==> src/la_cfg_pkg.sv <==
package la_cfg_pkg;

    // sample word and capture buffer sizing
    localparam int WORD_W    = 16;   // bits per sample word
    localparam int BUF_DEPTH = 256;  // words held in the capture buffer
    localparam int ADDR_W    = 8;    // buffer address width

    // words written after the trigger before the buffer freezes
    // leaves BUF_DEPTH - POST_TRIG words of pre-trigger history
    localparam int POST_TRIG = 192;

    // uart bit time, kept short for simulation
    // at 48 MHz / 1200 baud this would be 40000 and BIT_CNT_W would grow to 16
    localparam int CLKS_PER_BIT = 16;
    localparam int BIT_CNT_W    = 5;  // wide enough for CLKS_PER_BIT - 1

endpackage

==> src/la_types_pkg.sv <==
package la_types_pkg;

    import la_cfg_pkg::*;

    // one packed sample word and its strobe
    // produced by the sampler once every WORD_W clocks
    typedef struct packed {
        logic              valid;  // high for one cycle per word
        logic [WORD_W-1:0] data;   // first sample in the msb
    } word_beat_t;

    // one byte on its way to the uart
    typedef logic [7:0] byte_t;

endpackage

==> src/uart_tx.sv <==
`timescale 1ns/1ps

module uart_tx
    import la_cfg_pkg::*;
    import la_types_pkg::*;
(
    input  logic  clk,
    input  logic  rst,
    input  byte_t byte_data,
    input  logic  byte_valid,
    output logic  byte_ready,
    output logic  tx
);

    logic [BIT_CNT_W-1:0] bit_cnt;  // clocks into the current bit
    logic [3:0]           bit_idx;  // 0 start, 1..8 data, 9 stop
    logic [9:0]           frame;    // shifts out lsb first
    logic                 busy;
    logic                 bit_end;

    assign byte_ready = !busy;
    assign tx         = frame[0];  // all ones while idle
    assign bit_end    = bit_cnt == BIT_CNT_W'(CLKS_PER_BIT - 1);

    always_ff @(posedge clk) begin
        if (!rst) begin
            busy    <= 1'b0;
            bit_cnt <= '0;
            bit_idx <= '0;
            frame   <= '1;
        end else if (!busy) begin
            if (byte_valid) begin
                busy    <= 1'b1;
                bit_cnt <= '0;
                bit_idx <= '0;
                frame   <= {1'b1, byte_data, 1'b0};  // stop, data, start
            end
        end else begin
            bit_cnt <= bit_cnt + 1'b1;
            if (bit_end) begin
                bit_cnt <= '0;
                bit_idx <= bit_idx + 1'b1;
                frame   <= {1'b1, frame[9:1]};
                if (bit_idx == 4'd9) begin
                    busy <= 1'b0;  // stop bit done
                end
            end
        end
    end

endmodule

==> config.mk <==
export PLATFORM = sky130hd
export DESIGN_NAME = uart_tx
export DESIGN_NICKNAME = d
export VERILOG_FILES = /design/src/la_cfg_pkg.sv /design/src/la_types_pkg.sv /design/src/uart_tx.sv
export SDC_FILE = /design/constraint.sdc
export NUM_CORES = 1
export LEC_CHECK = 0
export ABC_AREA = 1
export BUFFER_PORTS_ARGS = -buffer_cell sky130_fd_sc_hd__buf_4
export CAP_MARGIN = 10
export CORE_ASPECT_RATIO = 1.1
export CORE_MARGIN = 5
export CORE_UTILIZATION = 45
export CTS_BUF_LIST = sky130_fd_sc_hd__clkbuf_8
export DETAILED_ROUTE_END_ITERATION = 7
export HOLD_SLACK_MARGIN = 0.12
export PLACE_DENSITY_LB_ADDON = 0.15
export SKIP_CTS_REPAIR_TIMING = 1
export SLEW_MARGIN = 0
export SYNTH_ARGS = -nofsm -noshare
export SYNTH_HDL_FRONTEND = slang
export SYNTH_SLANG_ARGS = --single-unit
==> constraint.sdc <==
create_clock -name clk -period 1.4 [get_ports clk]
set_input_delay 0.14 -clock clk [delete_from_list [all_inputs] [get_ports clk]]
set_output_delay 0.14 -clock clk [all_outputs]
set_load 0.005 [all_outputs]
==> impl_metrics.ini <==
[clocking]
clkSlewWorstSetupHoldPaths_ns = 0.07
clock_tree.buffer_depth = 2
cts_tree = yes
ctsRootBufferMaster = sky130_fd_sc_hd__clkbuf_8
clock_sinks = 19
total_cts_buffers = 3
clk_latency_ns = 0.26
cts.htree.levels = 1

[floorplanning]
die_width_microns = 56.84
die_h_microns = 61.53
num_rows = 18
initial_standard_cell_utilization_of_the_core_pct = 47.74
io_pins = 13
die_area_sq_um = 3497
core_sq_um = 2275

[sta]
finalHoldViolations = 0
fin_hold_ws_ns = 0.1761
final-max-slew-violation-count = 0
fin_crit_sh_pct = 92.63
tightestPinTransition_ns = 0.3074
report.final.setup_viol = 0
grt_setup_unrepaired = no
post_layout_minimum_cycle_time_ns = 1.297
timing.slew.headroom_pct = 79.43
fin_ws_ns = 0.1032
max_freq_mhz = 771.1
final.setup_skew_ns = 0.001382
setup_tns_ns = 0

[placed_design]
dpl.cell_count = 180
io_buffer_count = 12
minimum_setup_slack_after_placement_ns = 0.07579
gpl.final_weighted_congestion = 0.7053
dp.final_hpwl_microns = 1594

[detailed_routing]
first_pass_iters = 4
detailedRoute.firstIterationViolations = 28
postRouteWirelength_microns = 2201
detail_route.wl_per_cell_microns = 11.96
final_antenna_net_count = 0
drt-vias-per-instance = 5.082
via_count = 935
detail_route.drc_violations = 0

[yosys]
synth_seq_area_share_pct = 35.02
synthesis.instances = 138
synth_compound_gate_area_share_pct = 3.687
yosys_register_bits = 19
share_of_cell_area_taken_by_muxes_after_synthesis_pct = 0
synth.net_count = 152
synth_top_family_by_area = simple AND/OR/NAND/NOR gates
simple_logic_cell_fraction_of_the_synthesized_area_pct = 49.31
synthDistinctLibCells = 22
yosys_warning_count = 0
post_synth_xor_area_fraction_pct = 0.8065
avgSynthCellArea_sq_um = 7.870
synth.cell_area_sq_um = 1086
post_synth_fa_ha_maj_area_fraction_pct = 3.456

[final_layout]
layout.cells.most_common = sky130_fd_sc_hd__nand2_1
finish.net_count = 169
syn_to_final_growth_pct = 15.67
stdcell_count = 184
commonest_cells_after_routing_fill_and_taps_aside = sky130_fd_sc_hd__nand2_1, sky130_fd_sc_hd__nand3_2, sky130_fd_sc_hd__dfxtp_1
layout-drive-gt1-share_pct = 31.17
insertedDiodeCount = 0

[setup_path]
cp_data_arrival_time_ns = 1.44
cp-end-kind = register
critical_path.top_delay_family = simple AND/OR/NAND/NOR gates
critical_path.most_common_cell = sky130_fd_sc_hd__nand3_2
worst-path-buf-inv = 2
worstPathCellList = ha_1 -> nand2_1 -> inv_2 -> nand3_4 -> buf_6 -> nand3_2 -> nand3_2
worst-endpoint-required_ns = 1.54
timing.setup.critical_path_class = register to register
critical_path.max_stage_delay_ns = 0.35
critical_path.startpoint_type = register
worstPathMaxFanout = 9
timing.critical_path.slowest_stage_cell = sky130_fd_sc_hd__dfxtp_1

[status]
status = completed

[power_and_ir_drop]
power_leakage_nw = 0.5960
finalPower_mw = 1.165
vdd_drop_max_uv = 544.1
power_density_nw_per_um2 = 927.4

[global_routing]
grt_pass1_wl_microns = 3808
global_route.overflow_total = 0
grt_pass1_vias = 865
grt.total_usage_pct = 14.38
grt_antenna_before_repair = 0
grt_start_max_net_pins = 16

[hold_path]
hold_path.class = input pin to register

[job]
cap_violations = 0
[worst min-delay path: cells and delay by family]
kind          cells  cell delay, ns
simple gates      4            0.20
buf+inv           1            0.07
[layout make-up]
class | count | area [sq um]
timing repair buffer | 17 | 131.4
clock buffer | 3 | 41.29
fill | 230 | 1018
sequential | 19 | 380.4
clock inverter | 1 | 3.754
tap | 30 | 37.54
multi-input combinational | 104 | 621.8
inverter | 10 | 40.04
[synthesized netlist by cell type, drive strengths merged]
master	n	area, sq um
nand2	47	200.2
nand3	30	257.8
dfxtp	19	380.4
nor2	11	51.30
inv	10	40.05
a21oi	7	35.03
buf	5	43.79
ha	3	37.54
nand4	2	12.51
nand3b	1	7.510
o21ai	1	5.000
or2	1	6.260
xor2	1	8.760
[metal layers]
metal,up-vias,global-route usage (%),wire (microns)
met1,427,16.94,1006
met5,-,0,0
met2,26,24.75,1051
met4,0,8.278,46
li1,477,-,-
met3,5,2.935,97
[path summary, 6_finish.rpt]
kind	start	to	slack, ns	depth (start not counted)
max reg2reg	bit_cnt[0]	frame[6]	0.10	7
min reg2reg	frame[0]	frame[0]	0.49	2
min	byte_data[6]	frame[7]	0.18	5
max	bit_cnt[0]	frame[6]	0.10	7
[power by group]
part           internal (mW)  switching, mW  leakage (nW)
Clock                  0.195          0.185        0.0269
Sequential             0.569         0.0208         0.156
Combinational         0.0881          0.107         0.413
Total                  0.852          0.313         0.596
[cell families (layout without fill, tap and decap cells)]
family                   count (synthesis)  in the layout
XOR/XNOR                                 1              1
buffers and inverters                   15             31
AO/OA/AOI/OAI                            8              8
AND/OR/NAND/NOR                         92             92
adder cells (fa/ha/maj)                  3              3
flip-flops                              19             19
[state kept, by name, summed over array words and instances, names as in the netlist]
name     cells
bit_cnt      5
bit_idx      4
busy         1
frame        9
[per-stage QoR]
stage	instance area [sq um]	utilization, %
detailed placement	1207	53.08
CTS	1252	55.06
finish	1256	55.23
global route	1256	55.23
floorplan	1086	-
global placement	1207	53.08
Power figures use the tool's default switching activity.
