**config.mk**
```make
export PLATFORM = sky130hd
export DESIGN_NAME = capture_buffer
export DESIGN_NICKNAME = d
export VERILOG_FILES = /design/src/la_cfg_pkg.sv /design/src/la_types_pkg.sv /design/src/capture_buffer.sv
export SDC_FILE = /design/constraint.sdc
export NUM_CORES = 2
export LEC_CHECK = 0
export ABC_AREA = 1
export BUFFER_PORTS_ARGS = -buffer_cell sky130_fd_sc_hd__buf_2
export CAP_MARGIN = 15
export CORE_MARGIN = 4
export CORE_UTILIZATION = 35
export DETAILED_ROUTE_END_ITERATION = 12
export PLACE_DENSITY = 0.51
export SYNTH_ARGS = -nofsm -noshare
export SYNTH_HDL_FRONTEND = slang
export SYNTH_SLANG_ARGS = --single-unit
```
**constraint.sdc**
```tcl
create_clock -name clk -period 2.84 [get_ports clk]
set_input_delay 0.142 -clock clk [delete_from_list [all_inputs] [get_ports clk]]
set_output_delay 0.142 -clock clk [all_outputs]
set_load 0.02 [all_outputs]
```
**src/la_cfg_pkg.sv**
```systemverilog
package la_cfg_pkg;

    // sample word and capture buffer sizing
    localparam int WORD_W    = 16;   // bits per sample word
    localparam int BUF_DEPTH = 256;  // words held in the capture buffer
    localparam int ADDR_W    = 8;    // buffer address width

    // words written after the trigger before the buffer freezes
    // leaves BUF_DEPTH - POST_TRIG words of pre-trigger history
    localparam int POST_TRIG = 192;

    // uart bit time, kept short for simulation
    // at 48 MHz / 1200 baud this would be 40000 and BIT_CNT_W would grow to 16
    localparam int CLKS_PER_BIT = 16;
    localparam int BIT_CNT_W    = 5;  // wide enough for CLKS_PER_BIT - 1

endpackage

```
**src/la_types_pkg.sv**
```systemverilog
package la_types_pkg;

    import la_cfg_pkg::*;

    // one packed sample word and its strobe
    // produced by the sampler once every WORD_W clocks
    typedef struct packed {
        logic              valid;  // high for one cycle per word
        logic [WORD_W-1:0] data;   // first sample in the msb
    } word_beat_t;

    // one byte on its way to the uart
    typedef logic [7:0] byte_t;

endpackage

```
**src/capture_buffer.sv**
```systemverilog
`timescale 1ns/1ps

module capture_buffer
    import la_cfg_pkg::*;
    import la_types_pkg::*;
(
    input  logic              clk,
    input  logic              rst,
    input  logic              trig,
    input  word_beat_t        beat,
    output logic [WORD_W-1:0] dump_word,
    output logic              dump_valid,
    input  logic              dump_ready
);

    typedef enum logic [1:0] {
        ST_ARMED,
        ST_POST,
        ST_DUMP
    } state_t;

    state_t            state;
    logic [WORD_W-1:0] mem [BUF_DEPTH];
    logic [ADDR_W-1:0] wr_ptr;
    logic [ADDR_W-1:0] wr_next;
    logic [ADDR_W-1:0] rd_ptr;
    logic [ADDR_W-1:0] post_cnt;
    logic              trig_s1;
    logic              trig_s2;
    logic              trig_d;
    logic              trig_rise;
    logic              wr_en;
    logic              rd_en;
    logic              rd_pend;
    logic              post_done;
    logic              dump_last;

    assign wr_next   = wr_ptr + 1'b1;
    assign trig_rise = trig_s2 & ~trig_d;
    assign wr_en     = beat.valid && (state != ST_DUMP);  // dropped while dumping
    assign rd_en     = (state == ST_DUMP) && !dump_valid && !rd_pend;
    assign post_done = wr_en && (post_cnt == ADDR_W'(POST_TRIG - 1));
    assign dump_last = ADDR_W'(rd_ptr + 1'b1) == wr_ptr;  // walked all the way round

    always_ff @(posedge clk) begin
        if (!rst) begin
            trig_s1 <= 1'b0;
            trig_s2 <= 1'b0;
            trig_d  <= 1'b0;
        end else begin
            trig_s1 <= trig;  // trig is asynchronous to clk
            trig_s2 <= trig_s1;
            trig_d  <= trig_s2;
        end
    end

    always_ff @(posedge clk) begin
        if (wr_en) begin
            mem[wr_ptr] <= beat.data;
        end
        if (rd_en) begin
            dump_word <= mem[rd_ptr];  // one cycle read port
        end
    end

    always_ff @(posedge clk) begin
        if (!rst) begin
            state      <= ST_ARMED;
            wr_ptr     <= '0;
            rd_ptr     <= '0;
            post_cnt   <= '0;
            rd_pend    <= 1'b0;
            dump_valid <= 1'b0;
        end else begin
            if (wr_en) begin
                wr_ptr <= wr_next;
            end
            case (state)
                ST_ARMED: begin
                    if (trig_rise) begin
                        state    <= ST_POST;
                        post_cnt <= '0;
                    end
                end
                ST_POST: begin
                    if (wr_en) begin
                        post_cnt <= post_cnt + 1'b1;
                    end
                    if (post_done) begin
                        state  <= ST_DUMP;
                        rd_ptr <= wr_next;  // oldest word once this write lands
                    end
                end
                ST_DUMP: begin
                    if (rd_en) begin
                        rd_pend <= 1'b1;
                    end
                    if (rd_pend) begin
                        rd_pend    <= 1'b0;
                        dump_valid <= 1'b1;
                    end
                    if (dump_valid && dump_ready) begin
                        dump_valid <= 1'b0;
                        rd_ptr     <= rd_ptr + 1'b1;
                        if (dump_last) begin
                            state <= ST_ARMED;  // re-arm, capture resumes
                        end
                    end
                end
                default: state <= ST_ARMED;
            endcase
        end
    end

endmodule

```
==> impl_metrics.toml <==
[logic_synthesis]
netlist_top_cells_area = "edfxtp_1, nand2_1, nand3_1"
synth_top_area_share_pct = 72.8
synth.most_common_cell = "nand2_1"
ys_async_sr_fraction_pct = 0
synth_edf_count = 4112
netlist_area_sq_mm = 0.170
synth_cell_types = 31
syn-instance-count = 14900
synth_ff_type = "edfxtp_1"
synth.top_cells.by_count = "nand2_1, edfxtp_1, nand3_1, nor2_1, inv_1"
yosysWarnings = 0
synth_nets = 14900
syn_area_per_cell_sq_um = 11.4
ys_seq_area_share_pct = 73.1
synth_top_area_cell = "edfxtp_1"
ys_ff_latch = 4143

[cells_and_area]
drive_gt1_share_pct = 12.0
multi_input_area_sq_mm = 0.0398
regArea_sq_mm = 0.124
fillers = 45400
area_delta_synth_final_pct = 18.5
nets = 15600
fin_util_pct = 41.6

[timing]
fin_crit_ns = 2.89
fin_skew_ns = 0.0921
setup_slack_ns = -0.0478
rsz0062_at_grt = "true"
worstMarginPinSlew_ns = 1.08
slew_viol_final = 0
max_slew_margin_pct = 28.1
setup_tns_ns = -0.0664
fmax_ghz = 0.346
hold_violations = 0
fin_crit_sh_pct = 102
setup_viol = 3
hold_slack_ns = 0.130

[routing]
vias = 115000
drc_errors = 0
wl_um = 558000
avgViaCountPerCell = 5.15
drt_iter0_drc = 13600
dr.pass1.iters = 8
wl_per_cell_um = 24.9
drtAntennaViolNets = 0

[clock_tree]
cts.path.max_buffers = 4
clkLatencyLatePin_ns = 1.04
clkSinkCount = 4143
cts_htree_levels = 5
clk_pin_slew_ns = 0.06
cts_made_buffers = 443
cts_root_buffer = "clkbuf_16"
cts_tree = "yes"

[grt]
grt_pass1_wl_um = 795000
grt_busiest_layer = "met2"
gr-usage-met3_pct = 2.79
grt_start_max_net_pins = 93
grt_antenna_before_repair = 32
grtUsageMet1_pct = 31.5
met2_usage_pct = 34.0
grt_pass1_vias = 108000
grt_usage_pct = 21.7
overflow = 0

[placed_design]
dp.final_hpwl_um = 342000
dp_slack_ns = -0.347
place.gp.congestion = 0.866
io_buffers = 37

[critical_path]
cp-startpoint = "rd_ptr[0]"
reg2reg_from = "rd_ptr[0]"
crit_type = "register to register"
required_ns = 3.70
endpoint_kind = "register"
critPathArrivalTime_ns = 3.74
startpoint_type = "register"
worstPathMaxFanout = 21

[die]
io_pins = 38
die_y_um = 704
initial_core_util_pct = 35.1
rows = 255
core-area_sq_mm = 0.483
dieArea_sq_mm = 0.496
die_x_um = 704

[run_status]
outcome = "finished, violations left"
violations = "setup timing"

[run]
cap_viol_max_count = 0

[hold_path]
holdCritStartpoint = "beat[3]"
hp-class = "input port to register"

[pwr]
powerDensity_mw_per_mm2 = 667
power.leakage_nw = 74.0
ir_worst_vdd_v = 0.000523
power_mw = 134
==> state kept, by name (all words and copies together), names as in the netlist, 2 cells and up <==
signal / cells
mem: 4096
dump_word: 16
post_cnt: 8
rd_ptr: 8
wr_ptr: 8
state: 2
==> path summary, 6_finish.rpt <==
check	end	slack, ns	cells past startpoint
min reg2reg	trig_s2	0.41	2
max	dump_word[12]	-0.05	13
min	mem[94][3]	0.13	2
max reg2reg	dump_word[12]	-0.05	13
==> layer usage <==
metal  routed length [um]  vias to the layer above
li1                     -                    52800
met1               244000                    57400
met2               254000                     4427
met3                41900                      779
met4                17600                        4
met5                   26                        -
==> stage by stage <==
step,instances,instance area [sq um]
3_5_place_dp,21600,186000
5_1_grt,22400,201000
4_1_cts,22400,200000
2_1_floorplan,14900,170000
6_report,22400,201000
3_3_place_gp,21600,186000
==> cells by family (layout without fill, tap and decap cells) <==
logic type      Yosys count  after routing  share of synthesized area (%)
xor+xnor                 13             13                         0.0752
fa+ha+maj                 6              6                         0.0442
buf+inv                1515           2596                           3.67
other cells               0              7                              0
flops                  4143           4143                           73.1
simple gates           8496           8496                           20.7
compound gates          718            718                           2.40
==> what timing repair did <==
item / in CTS / in global routing
pin swaps: 2 / 3
gates resized for setup: 48 / 85
hold endpoints to repair: 3799 / 0
gates cloned: 3 / 9
setup endpoints to repair: 16 / 16
setup buffers: 8 / 5
hold buffers: 23 / 0
==> critical path, stage by stage (launching register included) <==
cell	delay [ns]
dfxtp_4	0.42
buf_12	0.21
buf_12	0.23
buf_12	0.20
nand2_1	0.06
a21boi_0	0.12
o211ai_1	0.30
nand3_1	0.29
nand2_1	0.32
nand2_1	0.18
nand2_1	0.11
nand3_1	0.06
buf_4	0.14
nand2_1	0.05
==> where the power goes <==
part           internal (mW)  switching (mW)
combinational           3.19            7.79
sequential              67.3           0.101
clock                   31.0            24.6
==> area by class of cell <==
class	instances	area share, %
inverter	596	1.14
clock inverter	253	1.14
antenna	7	0.00871
timing repair buffer	1202	6.46
multi-input combinational	9233	19.8
sequential	4143	61.7
clock buffer	545	5.71
tap	6425	4.00
==> cell usage in the layout, fill, tap and decap left out, types with 197 or more instances in the layout <==
cell	count
nand2_1	4876
edfxtp_1	4112
nand3_1	2439
nor2_1	1019
buf_4	844
inv_1	581
clkbuf_16	452
buf_12	248
o21ai_0	247
a21oi_1	197
Power figures use the tool's default switching activity.
