## config.mk

```make
export PLATFORM = sky130hd
export DESIGN_NAME = bit_sampler
export DESIGN_NICKNAME = d
export VERILOG_FILES = /design/src/la_cfg_pkg.sv /design/src/la_types_pkg.sv /design/src/bit_sampler.sv
export SDC_FILE = /design/constraint.sdc
export NUM_CORES = 1
export LEC_CHECK = 0
export BUFFER_PORTS_ARGS = -buffer_cell sky130_fd_sc_hd__buf_2
export CORE_MARGIN = 1
export CORE_UTILIZATION = 45
export DETAILED_ROUTE_END_ITERATION = 10
export PLACE_DENSITY = 0.68
export SLEW_MARGIN = 20
export SYNTH_ARGS = -nofsm -noshare
export SYNTH_HDL_FRONTEND = slang
export SYNTH_SLANG_ARGS = --single-unit
```

## constraint.sdc

```tcl
create_clock -name clk -period 1.8 [get_ports clk]
set_input_delay 0 -clock clk [delete_from_list [all_inputs] [get_ports clk]]
set_output_delay 0 -clock clk [all_outputs]
set_load 0.02 [all_outputs]
```

## src/la_cfg_pkg.sv

```systemverilog
package la_cfg_pkg;

    // sample word and capture buffer sizing
    localparam int WORD_W    = 16;   // bits per sample word
    localparam int BUF_DEPTH = 256;  // words held in the capture buffer
    localparam int ADDR_W    = 8;    // buffer address width

    // words written after the trigger before the buffer freezes
    // leaves BUF_DEPTH - POST_TRIG words of pre-trigger history
    localparam int POST_TRIG = 192;

    // uart bit time, kept short for simulation
    // at 48 MHz / 1200 baud this would be 40000 and BIT_CNT_W would grow to 16
    localparam int CLKS_PER_BIT = 16;
    localparam int BIT_CNT_W    = 5;  // wide enough for CLKS_PER_BIT - 1

endpackage

```

## src/la_types_pkg.sv

```systemverilog
package la_types_pkg;

    import la_cfg_pkg::*;

    // one packed sample word and its strobe
    // produced by the sampler once every WORD_W clocks
    typedef struct packed {
        logic              valid;  // high for one cycle per word
        logic [WORD_W-1:0] data;   // first sample in the msb
    } word_beat_t;

    // one byte on its way to the uart
    typedef logic [7:0] byte_t;

endpackage

```

## src/bit_sampler.sv

```systemverilog
`timescale 1ns/1ps

module bit_sampler
    import la_cfg_pkg::*;
    import la_types_pkg::*;
(
    input  logic       clk,
    input  logic       rst,
    input  logic       sig,
    output word_beat_t beat
);

    logic [3:0]        phase;  // sample index within the word
    logic [WORD_W-1:0] shreg;
    logic [WORD_W-1:0] next_word;

    assign next_word = {shreg[WORD_W-2:0], sig};

    always_ff @(posedge clk) begin
        shreg <= next_word;  // oldest sample ends up in the msb
    end

    always_ff @(posedge clk) begin
        if (!rst) begin
            phase      <= '0;
            beat.valid <= 1'b0;
        end else begin
            phase      <= phase + 1'b1;
            beat.valid <= 1'b0;
            if (phase == 4'hf) begin  // 16th sample of the group
                beat.valid <= 1'b1;
                beat.data  <= next_word;
            end
        end
    end

endmodule

```

==> summary.txt, run 1 <==
=================================================================================================
Wire length of the first global-routing pass                                              1770 um
Fin. max-slew vios                                                                              0
Share of layout cells above drive strength 1                                                38.2%
Number of standard-cell rows in the floorplan                                                  16
Number of buffers added by the clock tree synthesis step                                        5
Post-detailed-placement half-perimeter wirelength                                          733 um
Share of synthesized area occupied by flip-flops and latches                                90.7%
Post-synthesis net count                                                                       51
Status                                                                               finished, final reports clean
Clock edge transition at the registers on the reported setup and hold paths                100 ps
Number of fillers in the final layout                                                         176
Maximum operating frequency                                                               708 MHz
CP Class                                                                                  reg2reg
Number of cells produced by synthesis                                                          47
Setup repair bufs after CTS                                                                     0
Io pins                                                                                        20
Cell at the root of the clock tree                                                   sky130_fd_sc_hd__clkbuf_4
Cell with the largest stage delay on the worst path                                  sky130_fd_sc_hd__and4_2
Worst slew pin tran                                                                        363 ps
Worst min-delay path category                                                              in2reg
Wire length per cell after detailed routing                                               10.8 um
Leakage power figure                                                                     0.476 nW
Routed wire length                                                                        1120 um
Effective utilization at floorplan                                                          48.5%
Flops & latches, synth                                                                         36
Antenna-violating nets left                                                                     0
Synth warn                                                                                      0
Number of iterations in the first detailed-routing pass                                         3
Clock tree from TritonCTS                                                                    done
Worst EP required                                                                         1780 ps
Number of distinct library cell variants in the gate-level netlist after synthesis             11
Worst-case setup slack after placement                                                     399 ps
Total number of nets in the final design                                                       79
Cell taking the most area after synthesis                                            sky130_fd_sc_hd__edfxtp_1
Crit share post-route                                                                       78.4%
Final Hold Viols                                                                                0
Ratio of total power to cell area                                                     1090 nW/um2
Post-Synthesis Cell Area                                                                  971 um2
Setup tns final                                                                              0 ps
Antenna diode instance count                                                                    0
Max VDD drop                                                                               693 uV
Data arrival, critical path                                                               1400 ps
Max-Cap Viols                                                                                   0
Area Growth Syn to Fin                                                                      20.6%
Horizontal die dimension                                                                  48.5 um
Count of input and output buffers                                                              19
Met1 Usage GRT                                                                              11.1%
Most heavily used metal layer in global routing                                              met2
Vertical die dimension                                                                    48.5 um
Routability cong.                                                                           0.656
Minimum period implied by the final worst setup slack                                     1410 ps
Final WS setup                                                                             388 ps
Largest fanout on the critical path                                                            16
Met2 layer usage reported by global route                                                   16.9%
Post-route clock skew                                                                     9.84 ps
Top-area cell type share of the netlist area                                                49.5%
Number of antenna violations at the first check in global routing                               0
Final count of negative-setup-slack endpoints                                                   0
Hold-fix buffers, CTS                                                                           2
Largest stage delay on the critical path                                                   480 ps
Via count of the first global-routing pass                                                    410
Total number of vias                                                                          437
Ordered cell list for the critical path                                              ha_1, and4_2
Grt ovf                                                                                         0
CTS resizes                                                                                     0
Unrepaired setup endpoints after global routing                                                no
Top post-synthesis cells by area                                                     sky130_fd_sc_hd__edfxtp_1 (49%), sky130_fd_sc_hd__dfxtp_1 (41%), sky130_fd_sc_hd__and4_2 (2.1%)
Iteration-0 DRC count of the detailed router                                                    4
Type of element launching the critical path                                             flip-flop
Worst rel slew slack                                                                        75.8%
Clock sink count                                                                               36
Met3 usage                                                                                  8.49%
Global-route usage over all layers                                                          11.2%
Worst-Skew Late Latency                                                                    320 ps
Core area                                                                                2000 um2
Detailed-route vias per instance                                                             4.24
Clock Path Buffers                                                                              2
Maximum level of the CTS H-tree                                                                 2
Avg Synthesized Cell Area                                                                20.7 um2
Element type at the critical path end                                                   flip-flop
Largest net degree at the start of global routing                                              17
Die area                                                                                 2350 um2
Drt drc                                                                                         0
=================================================================================================
==> Yosys cell counts, drive strengths merged <==
| cell type | number |
|---|---|
| and2 | 2 |
| and4 | 2 |
| dfxtp | 20 |
| edfxtp | 16 |
| ha | 1 |
| mux2i | 1 |
| nand2 | 1 |
| nand2b | 1 |
| nand3 | 1 |
| nor2b | 1 |
| xor2 | 1 |
==> cells by family (layout without fill, tap and decap cells) <==
group / count (synthesis) / in the layout / synth area share [%]
flip-flops: 36 / 36 / 90.7
XOR/XNOR: 1 / 1 / 0.902
multiplexers: 1 / 1 / 1.03
adder cells (fa/ha/maj): 1 / 1 / 1.29
AND/OR/NAND/NOR: 8 / 8 / 6.06
buffers and inverters: 0 / 29 / 0
==> report_power, final <==
part           switching, mW  internal, mW
Sequential            0.0133         0.875
Clock                  0.231         0.143
Combinational        0.00646       0.00994
Total                  0.251          1.03
==> state kept, by name, summed over array words and instances, names as in the netlist <==
name	flops
phase	4
beat	17
shreg	15
==> worst max-delay path, delay by kind of cell, from the launching register on <==
kind | cells | cell delay, ps
fa+ha+maj | 1 | 210
flops | 1 | 390
simple gates | 1 | 480
==> placed cells by master, fill, tap and decap left out <==
master	n
sky130_fd_sc_hd__mux2i_1	1
sky130_fd_sc_hd__and4_2	2
sky130_fd_sc_hd__nand2b_1	1
sky130_fd_sc_hd__dfxtp_1	20
sky130_fd_sc_hd__clkinv_1	1
sky130_fd_sc_hd__clkinv_2	2
sky130_fd_sc_hd__xor2_1	1
sky130_fd_sc_hd__clkbuf_4	5
sky130_fd_sc_hd__nand3_2	1
sky130_fd_sc_hd__ha_1	1
sky130_fd_sc_hd__nand2_1	1
sky130_fd_sc_hd__edfxtp_1	16
sky130_fd_sc_hd__nor2b_1	1
sky130_fd_sc_hd__and2_1	2
sky130_fd_sc_hd__dlygate4sd3_1	2
sky130_fd_sc_hd__buf_2	19
==> path summary, 6_finish.rpt <==
check | startpoint | endpoint | slack, ps | cells after the start
worst min register to register | shreg[6] | shreg[7] | 350 | 0
worst max-delay path | phase[0] | beat[4] | 390 | 2
worst min-delay path | sig | shreg[0] | 340 | 2
worst max register to register | phase[0] | beat[4] | 390 | 2
==> through the flow <==
| step | power (mW) | util, % | area [um2] | cells | hold slack (ps) |
|---|---|---|---|---|---|
| floorplan | 0.910 | - | 971 | 47 | 27.7 |
| global placement | 0.918 | 54.9 | 1100 | 93 | 119 |
| detailed placement | 0.921 | 54.9 | 1100 | 93 | 121 |
| CTS | 1.29 | 58.5 | 1170 | 103 | 324 |
| global route | 1.33 | 58.5 | 1170 | 103 | 309 |
| finish | 1.28 | 58.5 | 1170 | 103 | 335 |
==> cell type report <==
type | instances | area (um2) | share of cell area (%)
Timing Repair Buffer | 21 | 115 | 9.83
Multi-Input combinational cell | 11 | 90.1 | 7.69
Sequential cell | 36 | 881 | 75.2
Clock buffer | 5 | 37.5 | 3.21
Clock inverter | 3 | 13.8 | 1.18
Tap cell | 27 | 33.8 | 2.88
==> routing by layer <==
metal | vias to the layer above | part of all wire, %
met5 | - | 0
met4 | 0 | 0
met3 | 0 | 9.6
met2 | 21 | 45
met1 | 192 | 45
li1 | 224 | -
Power figures use the tool's default switching activity.
==> inputs of run 2 (changes only) <==
clock period = 1.3 ns   (was 1.8 ns; I/O delays follow)
==> summary.txt, run 2 (synthesis results as in run 1) <==
==========================================================================================
CTS resizes                                                                              0   unchanged
Number of iterations in the first detailed-routing pass                                  3   unchanged
Status                                                                        finished, final reports clean
Drt drc                                                                                  0   unchanged
Minimum hold slack                                                                  329 ps   -5.75 ps
Number of fillers in the final layout                                                  161   -8.5%
Die area                                                                          2350 um2   unchanged
Antenna diode instance count                                                             0   unchanged
Number of buffers added by the clock tree synthesis step                                 5   unchanged
Commonest non-fill, non-tap cell in the layout                                sky130_fd_sc_hd__dfxtp_1
Worst EP required                                                                  1340 ps   -440 ps
Number of standard-cell rows in the floorplan                                           16   unchanged
Routability cong.                                                                    0.644   -1.7%
Count of input and output buffers                                                       19   unchanged
Routed wire length                                                                 1060 um   -4.7%
Global-route usage over all layers                                                   10.6%   -0.53 points
Area of the multi-input gates                                                     90.1 um2   unchanged
Type of element launching the critical path                                      flip-flop
Clock Path Buffers                                                                       2   unchanged
Horizontal die dimension                                                           48.5 um   unchanged
Leakage power figure                                                              0.491 nW   +3.3%
Clock sink count                                                                        36   unchanged
Final count of negative-setup-slack endpoints                                            0   unchanged
Largest register by flop count                                                        beat
Total number of nets in the final design                                                81   +2.5%
Crit share post-route                                                                94.7%   +16 points
Clock edge transition at the registers on the reported setup and hold paths         100 ps   about the same
Io pins                                                                                 20   unchanged
Fin. max-slew vios                                                                       0   unchanged
Post-detailed-placement half-perimeter wirelength                                   675 um   -7.9%
Max FFs per register                                                                    17   unchanged
Element type at the critical path end                                            flip-flop
Max VDD drop                                                                       1060 uV   +53%
Wire length per cell after detailed routing                                        10.1 um   -6.6%
Clock tree from TritonCTS                                                             done
Antenna-violating nets left                                                              0   unchanged
Share of layout cells above drive strength 1                                         41.0%   +2.9 points
Max-Cap Viols                                                                            0   unchanged
Minimum period implied by the final worst setup slack                              1230 ps   -181 ps
Data arrival, critical path                                                        1270 ps   -130 ps
Largest net degree at the start of global routing                                       17   unchanged
Wire length of the first global-routing pass                                       1680 um   -5.1%
Worst-Skew Late Latency                                                             320 ps   about the same
Worst slew pin tran                                                                 108 ps   -255 ps
Detailed-route vias per instance                                                      4.24   -0.11%
Setup tns final                                                                       0 ps   unchanged
Area of all sequential standard cells                                              881 um2   unchanged
Largest registers                                                             beat: 17 flops, shreg: 15 flops, phase: 4 flops
CP Class                                                                           reg2reg
Total number of vias                                                                   445   +1.8%
Ratio of total power to cell area                                              1500 nW/um2   +37%
Top library cells by usage in the layout, fill and taps aside                 sky130_fd_sc_hd__dfxtp_1 (20), sky130_fd_sc_hd__buf_2 (19), sky130_fd_sc_hd__edfxtp_1 (16)
Via count of the first global-routing pass                                             385   -6.1%
Area Growth Syn to Fin                                                               24.0%
Unrepaired setup endpoints after global routing                                         no
Worst rel slew slack                                                                 92.6%   +17 points
Vertical die dimension                                                             48.5 um   unchanged
Worst min-delay path category                                                       in2reg
Largest fanout on the critical path                                                     16   unchanged
Maximum level of the CTS H-tree                                                          2   unchanged
Post-route clock skew                                                              5.51 ps   -4.33 ps
Number of antenna violations at the first check in global routing                        0   unchanged
Grt ovf                                                                                  0   unchanged
Maximum operating frequency                                                        812 MHz   +15%
Core area                                                                         2000 um2   unchanged
Effective utilization at floorplan                                                   48.5%   unchanged
Final Hold Viols                                                                         0   unchanged
Cell at the root of the clock tree                                            sky130_fd_sc_hd__clkbuf_4
Iteration-0 DRC count of the detailed router                                             7   +3
==========================================================================================
run 2: changes by cell type in the layout (fill, tap and decap cells not counted), sizes merged:
cell	delta
buf	+2
run 2: worst paths after layout:
| check | slack, ps | depth (start not counted) | startpoint | endpoint |
|---|---|---|---|---|
| worst max register to register | 70 | 3 | phase[1] | beat[1] |
| worst max-delay path | 70 | 3 | phase[1] | beat[1] |
| worst min register to register | 350 | 0 | shreg[6] | shreg[7] |
| worst min-delay path | 330 | 2 | sig | shreg[0] |
run 2: metrics by stage:
| stage | util (%) | cell area [um2] | cells | total power, mW | setup slack [ps] |
|---|---|---|---|---|---|
| final | 60.1 | 1200 | 105 | 1.80 | 68.7 |
| after global routing | 60.1 | 1200 | 105 | 1.87 | 23.8 |
| after CTS | 60.1 | 1200 | 105 | 1.82 | 56.6 |
| after detailed placement | 56.3 | 1130 | 95 | 1.28 | 71.1 |
| after global placement | 56.3 | 1130 | 95 | 1.27 | 89.5 |
| after floorplan | - | 971 | 47 | 1.26 | 22.3 |
run 2: metal layers:
layer  GRT usage [%]  vias to the layer above  share of wire (%)
li1                -                      226                  -
met1            11.8                      197                 47
met2            14.3                       19                 43
met3            7.55                        3                8.6
met4            7.35                        0                2.0
met5               0                        -                  0
run 2: layout make-up:
cell class / count / share of cell area (%)
sequential: 36 / 73.2
clock inverter: 3 / 1.56
timing repair buffer: 23 / 11.9
clock buffer: 5 / 3.12
tap: 27 / 2.81
multi-input combinational: 11 / 7.48
run 2: timing repair:
item                                   in CTS  in global routing
endpoints found under the hold margin       6                  0
setup endpoints to repair                   0                  0
buffers inserted                            0                  0
hold buffers                                2                  0
run 2: report_power, final:
part,internal (mW),switching (mW)
clock,0.207,0.343
sequential,1.21,0.0163
combinational,0.0159,0.00966
run 2: critical path: stages, from the launching register on:
cell and delay [ps]:
sky130_fd_sc_hd__dfxtp_1 360, sky130_fd_sc_hd__ha_1 190, sky130_fd_sc_hd__and4_2 250, sky130_fd_sc_hd__buf_12 150
