<file path="config.mk">
export PLATFORM = sky130hd
export DESIGN_NAME = word_serializer
export DESIGN_NICKNAME = d
export VERILOG_FILES = /design/src/la_cfg_pkg.sv /design/src/la_types_pkg.sv /design/src/word_serializer.sv
export SDC_FILE = /design/constraint.sdc
export NUM_CORES = 1
export LEC_CHECK = 0
export BUFFER_PORTS_ARGS = -buffer_cell sky130_fd_sc_hd__buf_2
export CORE_AREA = 2 2 47 49
export DETAILED_ROUTE_END_ITERATION = 6
export DIE_AREA = 0 0 49 51
export PLACE_DENSITY = 0.59
export SLEW_MARGIN = 10
export SYNTH_ARGS = -nofsm -noshare
export SYNTH_HDL_FRONTEND = slang
export SYNTH_SLANG_ARGS = --single-unit
</file>
<file path="constraint.sdc">
create_clock -name clk -period 2.05 [get_ports clk]
set_clock_uncertainty 0.15 [all_clocks]
set_input_delay 0.3075 -clock clk [delete_from_list [all_inputs] [get_ports clk]]
set_output_delay 0.3075 -clock clk [all_outputs]
set_load 0.005 [all_outputs]
</file>
<file path="src/la_cfg_pkg.sv">
package la_cfg_pkg;

    // sample word and capture buffer sizing
    localparam int WORD_W    = 16;   // bits per sample word
    localparam int BUF_DEPTH = 256;  // words held in the capture buffer
    localparam int ADDR_W    = 8;    // buffer address width

    // words written after the trigger before the buffer freezes
    // leaves BUF_DEPTH - POST_TRIG words of pre-trigger history
    localparam int POST_TRIG = 192;

    // uart bit time, kept short for simulation
    // at 48 MHz / 1200 baud this would be 40000 and BIT_CNT_W would grow to 16
    localparam int CLKS_PER_BIT = 16;
    localparam int BIT_CNT_W    = 5;  // wide enough for CLKS_PER_BIT - 1

endpackage

</file>
<file path="src/la_types_pkg.sv">
package la_types_pkg;

    import la_cfg_pkg::*;

    // one packed sample word and its strobe
    // produced by the sampler once every WORD_W clocks
    typedef struct packed {
        logic              valid;  // high for one cycle per word
        logic [WORD_W-1:0] data;   // first sample in the msb
    } word_beat_t;

    // one byte on its way to the uart
    typedef logic [7:0] byte_t;

endpackage

</file>
<file path="src/word_serializer.sv">
`timescale 1ns/1ps

module word_serializer
    import la_cfg_pkg::*;
    import la_types_pkg::*;
(
    input  logic              clk,
    input  logic              rst,
    input  logic [WORD_W-1:0] dump_word,
    input  logic              dump_valid,
    output logic              dump_ready,
    output byte_t             byte_data,
    output logic              byte_valid,
    input  logic              byte_ready
);

    logic [WORD_W-1:0] hold_word;
    logic              hi_sel;  // high byte is on the output

    assign dump_ready = !byte_valid;  // only take a word when empty
    assign byte_data  = hi_sel ? byte_t'(hold_word[15:8]) : byte_t'(hold_word[7:0]);

    always_ff @(posedge clk) begin
        if (dump_valid && dump_ready) begin
            hold_word <= dump_word;
        end
    end

    always_ff @(posedge clk) begin
        if (!rst) begin
            byte_valid <= 1'b0;
            hi_sel     <= 1'b0;
        end else if (dump_valid && dump_ready) begin
            byte_valid <= 1'b1;
            hi_sel     <= 1'b0;  // low byte first
        end else if (byte_valid && byte_ready) begin
            if (hi_sel) begin
                byte_valid <= 1'b0;
                hi_sel     <= 1'b0;
            end else begin
                hi_sel <= 1'b1;
            end
        end
    end

endmodule

</file>
==> summary.txt, run 1 <==
Comb pwr share - 10.2%
Internal Pwr Total - 0.536 mW
Worst rel slew slack - 69.2%
Post-Syn Area - 676 µm²
Worst Setup Path Type - reg -> out
Syn_nets - 55
Fillcell total - 203
Core region area - 2060 µm²
Final max-slew violation count - 0
Arr. time, crit path - 1.43 ns
Diode count - 0
Critical path origin - hi_sel$_SDFFE_PP0P_
Synth Register Bits - 18
WP depth - 2
Detail Route Antenna Nets - 0
Worst slew pin tran - 0.462 ns
Area of the multi-input gates - 143 µm²
Commonest non-fill, non-tap cell in the layout - buf_2
Grt ovf - 0
Setup TNS - 0 ns
Hold Buf Count CTS - 0
I/O Buffers - 29
Post-DR wirelength/cell - 10.9 µm
Final Hold Fails - 0
Hold/Removal Path Class - in -> reg
RR Startpoint - byte_valid$_SDFFE_PN0P_
DRT iter0 DRCs - 7
Initial antenna violation count - 0
Crit-path slowest cell - dfxtp_1
Clock Sinks - 18
Worst-path cell chain - mux2_2 -> buf_2
Clock latency on the worst-skew pair - 0.29 ns
Net Sw Power - 0.146 mW
Cell family with most CP delay - flip-flops
Root buf cell - clkbuf_4
Finished Cell Area - 877 µm²
Synth Area per Inst - 19.3 µm²
Buf/Inv on CP - 1
Layout cells sized above 1 - 64.2%
CTS H-Tree Depth - 1
Register Area - 520 µm²
Worst-path maximum fanout - 11
Drt first pass iters - 2
Clock network power share - 26.1%
Max clock buf depth - 2
Total Routed Length - 1.03 mm
Layout Cells excl Fill - 95
Critical Path Source Type - flip-flop
Worst-path clk slew - 0.10 ns
RR Endpoint - hold_word[4]$_DFFE_PP_
Max frequency - 529 MHz
Via count - 397
Max Cap Violations - 0
R2r setup slk - 0.73 ns
Post-CTS Resized - 0
VDD IR max - 0.451 mV
CTS tree - done
GPL Wtd Cong - 0.682
First-pass GRT wire length - 1.57 mm
Vias in the first global route - 361
Die Width - 49 µm
CP endpoint kind - primary output
Pwr per Cell Area - 777 nW/µm²
Die area - 2500 µm²
Area post-placement - 851 µm²
Leakage - 0.354 nW
Critical Path Sink - byte_data[6]
Via/cell ratio - 4.18
Tcrit/Tclk final - 92.3%
Starting Density - 32.7%
Register area share after synthesis - 77.0%
Hpwl dp - 753 µm
CTS buffer count - 3
Worst R2R Path Depth - 1
Yosys cell types - 11
Largest net degree at the start of global routing - 17
I/O pin total - 30
Most frequent cells in the layout - 29 x buf_2, 16 x edfxtp_1, 8 x mux2_2, 3 x clkbuf_4
Final core utilization - 42.5%
Area growth, synth to finish - 29.8%
Post-route DRC - 0
Net count reported at finish - 88
Final min period - 1.89 ns
Postcts setup bufs - 0
Number of placed cells counting well taps - 91
Critical Path RT - 1.59 ns
DIE HEIGHT - 51 µm
Setup Viol. Count Final - 0
Synthesis Warnings - 0
FP Rows - 17
Register share of total power - 63.7%
Status - finished, final reports clean
Slowest stage delay, CP - 0.62 ns
All-layer global routing usage - 9.11%
Syn Inst Count - 35
Switching Fraction - 21.3%
RSZ-0062 raised after global routing - no
## power groups by stage
stage                     Sequential, mW  Combinational [mW]  Clock [mW]
after floorplan                    0.437              0.0377           0
after global placement             0.442              0.0704           0
after detailed placement           0.443              0.0702           0
after CTS                          0.435              0.0707       0.183
after global routing               0.437              0.0765       0.203
final                              0.435              0.0694       0.178
## registers in the layout (all words and copies together), names as in the netlist
register / count
byte_valid: 1
hi_sel: 1
hold_word: 16
## routing by layer
metal | track usage [%] | vias to the layer above | part of all wire, %
li1 | - | 197 | -
met1 | 10.6 | 171 | 44
met2 | 12.6 | 24 | 41
met3 | 3.80 | 5 | 11
met4 | 8.57 | 0 | 3.2
met5 | 0 | - | 0
## through the flow
step,setup slack [ns],hold slack (ns),power [mW]
after floorplan,0.732,0.256,0.475
after global placement,0.481,0.334,0.513
after detailed placement,0.470,0.336,0.514
after CTS,0.124,0.0248,0.689
after global routing,0.0745,0.0118,0.717
final,0.159,0.0329,0.682
## layout make-up
| cell class | instances | share of cell area, % |
|---|---|---|
| Clock inverter | 1 | 0.428 |
| Timing Repair Buffer | 29 | 16.5 |
| Inverter | 2 | 0.856 |
| Clock buffer | 3 | 2.57 |
| Multi-Input combinational cell | 14 | 16.3 |
| Sequential cell | 18 | 59.3 |
| Tap cell | 28 | 3.99 |
## cell usage after synthesis
cell | number | area share (%)
a211oi_2 | 1 | 1.9
a21oi_1 | 1 | 0.74
a31oi_1 | 1 | 0.93
and2b_2 | 1 | 1.3
buf_2 | 1 | 0.74
dfxtp_1 | 2 | 5.9
edfxtp_1 | 16 | 71
inv_1 | 2 | 1.1
mux2_2 | 8 | 13
mux2_4 | 1 | 2.2
o21ai_0 | 1 | 0.74
## worst min-delay path by stage
stage / start / to / depth (start not counted)
global placement: dump_word[0] / hold_word[0]$_DFFE_PP_ / 1
global route: dump_word[3] / hold_word[3]$_DFFE_PP_ / 1
CTS: dump_word[3] / hold_word[3]$_DFFE_PP_ / 1
floorplan: dump_word[0] / hold_word[0]$_DFFE_PP_ / 0
detailed placement: dump_word[6] / hold_word[6]$_DFFE_PP_ / 1
finish: dump_word[7] / hold_word[7]$_DFFE_PP_ / 1
## cells by family (layout without fill, tap and decap cells)
group / count (synthesis) / in the layout / synth area share [%]
mux: 9 / 9 / 15.6
flops: 18 / 18 / 77.0
compound gates: 4 / 4 / 4.26
simple gates: 1 / 1 / 1.30
buf+inv: 3 / 35 / 1.85
No activity file was read; power rests on OpenSTA's default activity.
==> run 2, diff against run 1 <==
--- a/config.mk
+++ b/config.mk
@@ -6,10 +6,10 @@
 export NUM_CORES = 1
 export LEC_CHECK = 0
 export BUFFER_PORTS_ARGS = -buffer_cell sky130_fd_sc_hd__buf_2
-export CORE_AREA = 2 2 47 49
+export CORE_AREA = 2 2 50 47
 export DETAILED_ROUTE_END_ITERATION = 6
-export DIE_AREA = 0 0 49 51
-export PLACE_DENSITY = 0.59
+export DIE_AREA = 0 0 52 49
+export PLACE_DENSITY = 0.58
 export SLEW_MARGIN = 10
 export SYNTH_ARGS = -nofsm -noshare
 export SYNTH_HDL_FRONTEND = slang
==> run 2 against run 1 <==
Net effect: core utilization about the same; highest routed layer is now met3; global-route usage decreased by 0.57 points; first-iteration DRC count decreased by 71%; sequential share of layout area increased by 0.085 points; total power decreased by 1.1%; non-clock buffer count unchanged; critical path type unchanged.
==> summary.txt, run 2 (synthesis gave the netlist of run 1 again) <==
Dpl ws - 0.461 ns
Setup Viol. Count Final - 0
Worst R2R Path Depth - 1
Top flop regs - hold_word (16), byte_valid (1), hi_sel (1)
Hold/Removal Path Class - in -> reg
Die Width - 52 µm
Status - finished, final reports clean
Tcrit/Tclk final - 91.6%
Critical path origin - hi_sel$_SDFFE_PP0P_
Hpwl dp - 751 µm
Reg with most FFs - hold_word
CTS buffer count - 3
Worst setup slack after layout - 0.173 ns
Initial antenna violation count - 0
Worst hold start - dump_word[10]
Most frequent cells in the layout - 29 x buf_2, 16 x edfxtp_1, 8 x mux2_2, 3 x clkbuf_4
Clock Sinks - 18
Final max-slew violation count - 0
Max reg flops - 16
Pwr per Cell Area - 770 nW/µm²
Max frequency - 533 MHz
First-pass GRT wire length - 1.59 mm
FP Rows - 16
Clock latency on the worst-skew pair - 0.28 ns
CTS H-Tree Depth - 1
Leakage - 0.354 nW
Worst slew pin tran - 0.462 ns
Hold Buf Count CTS - 0
Diode count - 0
Postcts setup bufs - 0
All-layer global routing usage - 8.54%
Drt first pass iters - 3
Max Cap Violations - 0
Area growth, synth to finish - 29.6%
CP endpoint kind - primary output
Worst-path clk slew - 0.10 ns
CTS tree - done
DIE HEIGHT - 49 µm
Via/cell ratio - 4.23
Arr. time, crit path - 1.42 ns
Core region area - 2060 µm²
Die area - 2550 µm²
I/O pin total - 30
Starting Density - 32.8%
RR Startpoint - byte_valid$_SDFFE_PN0P_
RSZ-0062 raised after global routing - no
Detail Route Antenna Nets - 0
Total Routed Length - 1.01 mm
Final min period - 1.88 ns
GPL Wtd Cong - 0.649
Worst rel slew slack - 69.2%
Post-DR wirelength/cell - 10.8 µm
Root buf cell - clkbuf_4
VDD IR max - 0.451 mV
Tot Pwr - 0.674 mW
Post-CTS Resized - 0
Worst hold path depth - 1
Setup TNS - 0 ns
Worst Setup Path Type - reg -> out
Grt ovf - 0
I/O Buffers - 29
Commonest non-fill, non-tap cell in the layout - buf_2
Post-route DRC - 0
Max clock buf depth - 2
Vias in the first global route - 386
DRT iter0 DRCs - 2
Largest net degree at the start of global routing - 17
Critical Path Source Type - flip-flop
Layout cells sized above 1 - 64.2%
Via count - 398
Worst-path maximum fanout - 11
Final Hold Fails - 0
Net count reported at finish - 88
Critical Path RT - 1.59 ns
run 2: cell counts in the layout (fill, tap and decap cells not counted):
No cell type changed its count.
run 2: area by class of cell:
| cell class | instances | area [µm²] |
|---|---|---|
| Timing Repair Buffer | 29 | 145 |
| Clock buffer | 3 | 22.5 |
| Inverter | 2 | 7.51 |
| Multi-Input combinational cell | 14 | 143 |
| Tap cell | 27 | 33.8 |
| Sequential cell | 18 | 520 |
| Fill cell | 203 | 1190 |
| Clock inverter | 1 | 3.75 |
run 2: critical path: stages, from the launching register on:
cell     delay (ns)
dfxtp_1        0.62
mux2_2         0.39
buf_2          0.13
run 2: through the flow:
step / utilization [%] / hold WS [ns] / cell area (µm²) / cells
finish: 42.5 / 0.0380 / 876 / 94
detailed placement: 41.2 / 0.336 / 850 / 90
floorplan: - / 0.256 / 676 / 35
global placement: 41.2 / 0.334 / 850 / 90
CTS: 42.5 / 0.0286 / 876 / 94
global route: 42.5 / 0.0178 / 876 / 94
run 2: final timing paths:
path	endpoint	slack, ns
hold / removal	hold_word[10]$_DFFE_PP_	0.04
setup / recovery	byte_data[1]	0.17
hold reg to reg	byte_valid$_SDFFE_PN0P_	0.43
setup reg to reg	hold_word[4]$_DFFE_PP_	0.73
run 2: report_power, final:
part,leakage [nW],switching [mW],internal (mW)
logic,0.170,0.0275,0.0421
registers,0.169,0.0107,0.423
clock network,0.0154,0.0997,0.0707
run 2: routing by layer:
metal,vias to the layer above,track usage (%),part of all wire (%)
met3,0,3.37,8.0
met2,16,12.7,51
met5,-,0,0
met4,0,3.95,0
met1,183,10.8,41
li1,199,-,-
==> run 3, diff against run 2 <==
--- a/config.mk
+++ b/config.mk
@@ -9,7 +9,7 @@
 export CORE_AREA = 2 2 50 47
 export DETAILED_ROUTE_END_ITERATION = 6
 export DIE_AREA = 0 0 52 49
-export PLACE_DENSITY = 0.58
+export PLACE_DENSITY = 0.71
 export SLEW_MARGIN = 10
 export SYNTH_ARGS = -nofsm -noshare
 export SYNTH_HDL_FRONTEND = slang
==> run 3 against run 2 <==
Net effect: global-route usage rose by 0.63 points; critical path depth did not move; non-clock buffer count did not move; fmax barely moved; via count rose by 3.8%; final cell count did not move; sequential share of layout area did not move; sequential power barely moved; total power rose by 0.82%; core utilization did not move; count of clock-buffer cells in the layout rose by 1; critical endpoint is now byte_data[5]; largest cell class unchanged; largest power group unchanged.
==> summary.txt, run 3 (synthesis gave the netlist of run 1 again) <==
Status - finished, final reports clean
Worst-path cell chain - mux2_2 -> buf_2
First-pass GRT wire length - 1.66 mm
Hpwl dp - 822 µm
Die area - 2550 µm²
CP endpoint kind - primary output
Final max-slew violation count - 0
Detail Route Antenna Nets - 0
Leakage - 0.354 nW
Critical Path RT - 1.59 ns
Postcts setup bufs - 0
Worst slew pin tran - 0.476 ns
Via count - 413
CTS tree - done
Net Sw Power - 0.139 mW
Tcrit/Tclk final - 91.5%
Diode count - 0
Critical Path Source Type - flip-flop
FP Rows - 16
Worst setup slack after layout - 0.173 ns
Arr. time, crit path - 1.42 ns
RSZ-0062 raised after global routing - no
Starting Density - 32.8%
Vias in the first global route - 414
Register share of total power - 64.0%
Hold/Removal Path Class - in -> reg
Worst Setup Path Type - reg -> out
Tot Pwr - 0.680 mW
R2r setup slk - 0.73 ns
VDD IR max - 0.318 mV
Comb pwr share - 10.2%
Top flop regs - hold_word (16), byte_valid (1), hi_sel (1)
Post-DR wirelength/cell - 11.6 µm
Area growth, synth to finish - 29.6%
CTS buffer count - 3
Crit-path slowest cell - dfxtp_1
Switching Fraction - 20.4%
Clock network power share - 25.8%
DIE HEIGHT - 49 µm
Most frequent cells in the layout - 29 x buf_2, 16 x edfxtp_1, 8 x mux2_2, 3 x clkbuf_4
Clock latency on the worst-skew pair - 0.28 ns
Commonest non-fill, non-tap cell in the layout - buf_2
Initial antenna violation count - 0
Reg with most FFs - hold_word
Core region area - 2060 µm²
All-layer global routing usage - 9.17%
DRT iter0 DRCs - 4
Dpl ws - 0.462 ns
Setup Viol. Count Final - 0
Final min period - 1.88 ns
Largest net degree at the start of global routing - 17
Layout cells sized above 1 - 64.2%
Net count reported at finish - 88
Max clock buf depth - 2
Die Width - 52 µm
Grt ovf - 0
Post-CTS Resized - 0
Setup TNS - 0 ns
I/O pin total - 30
Final Hold Fails - 0
GPL Wtd Cong - 0.647
Internal Pwr Total - 0.541 mW
Max frequency - 533 MHz
Clock Sinks - 18
CTS H-Tree Depth - 1
Worst-path maximum fanout - 11
Post-route DRC - 0
Worst rel slew slack - 68.2%
Hold Buf Count CTS - 0
Via/cell ratio - 4.39
Worst-path clk slew - 0.10 ns
Root buf cell - clkbuf_4
Drt first pass iters - 2
Slowest stage delay, CP - 0.63 ns
I/O Buffers - 29
Max reg flops - 16
Total Routed Length - 1.10 mm
Max Cap Violations - 0
Pwr per Cell Area - 776 nW/µm²
run 3: cell count changes in the layout (fill, tap and decap cells not counted), sizes merged:
cell / delta
clkbuf: +1
clkinv: -1
run 3: cell type report:
class                   count  area, µm²
repair buffers             29        145
inverters                   2       7.51
multi-input cells          14        143
fillers                   207       1190
flip-flops and latches     18        520
well taps                  27       33.8
clock buffers               4       26.3
run 3: per-stage QoR:
stage          util (%)  cell area, µm²  std cells  hold slack, ns
3_3_place_gp       41.2             850         90           0.334
2_1_floorplan         -             676         35           0.256
6_report           42.5             876         94          0.0392
4_1_cts            42.5             876         94          0.0242
3_5_place_dp       41.2             850         90           0.336
5_1_grt            42.5             876         94         0.00683
run 3: per-layer routing:
layer	GRT usage, %	wire (µm)	vias up
met2	15.8	582	20
met1	8.40	397	196
met5	0	0	-
met4	5.26	0	0
li1	-	-	197
met3	4.60	115	0
run 3: worst max-delay path, delay by kind of cell, from the launching register on:
| kind | cells | cell delay (ns) |
|---|---|---|
| buffers and inverters | 1 | 0.12 |
| flip-flops | 1 | 0.63 |
| multiplexers | 1 | 0.39 |
run 3: final timing paths:
path / cells past startpoint / startpoint / to
setup reg to reg: 1 / byte_valid$_SDFFE_PN0P_ / hold_word[3]$_DFFE_PP_
setup / recovery: 2 / hi_sel$_SDFFE_PP0P_ / byte_data[5]
hold / removal: 1 / dump_word[12] / hold_word[12]$_DFFE_PP_
hold reg to reg: 1 / byte_valid$_SDFFE_PN0P_ / byte_valid$_SDFFE_PN0P_
run 3: power by group through the flow:
stage / Clock, mW / Combinational (mW) / Sequential [mW]
6_report: 0.175 / 0.0694 / 0.435
5_1_grt: 0.207 / 0.0767 / 0.437
4_1_cts: 0.187 / 0.0713 / 0.436
3_5_place_dp: 0 / 0.0710 / 0.444
3_3_place_gp: 0 / 0.0686 / 0.443
2_1_floorplan: 0 / 0.0377 / 0.437
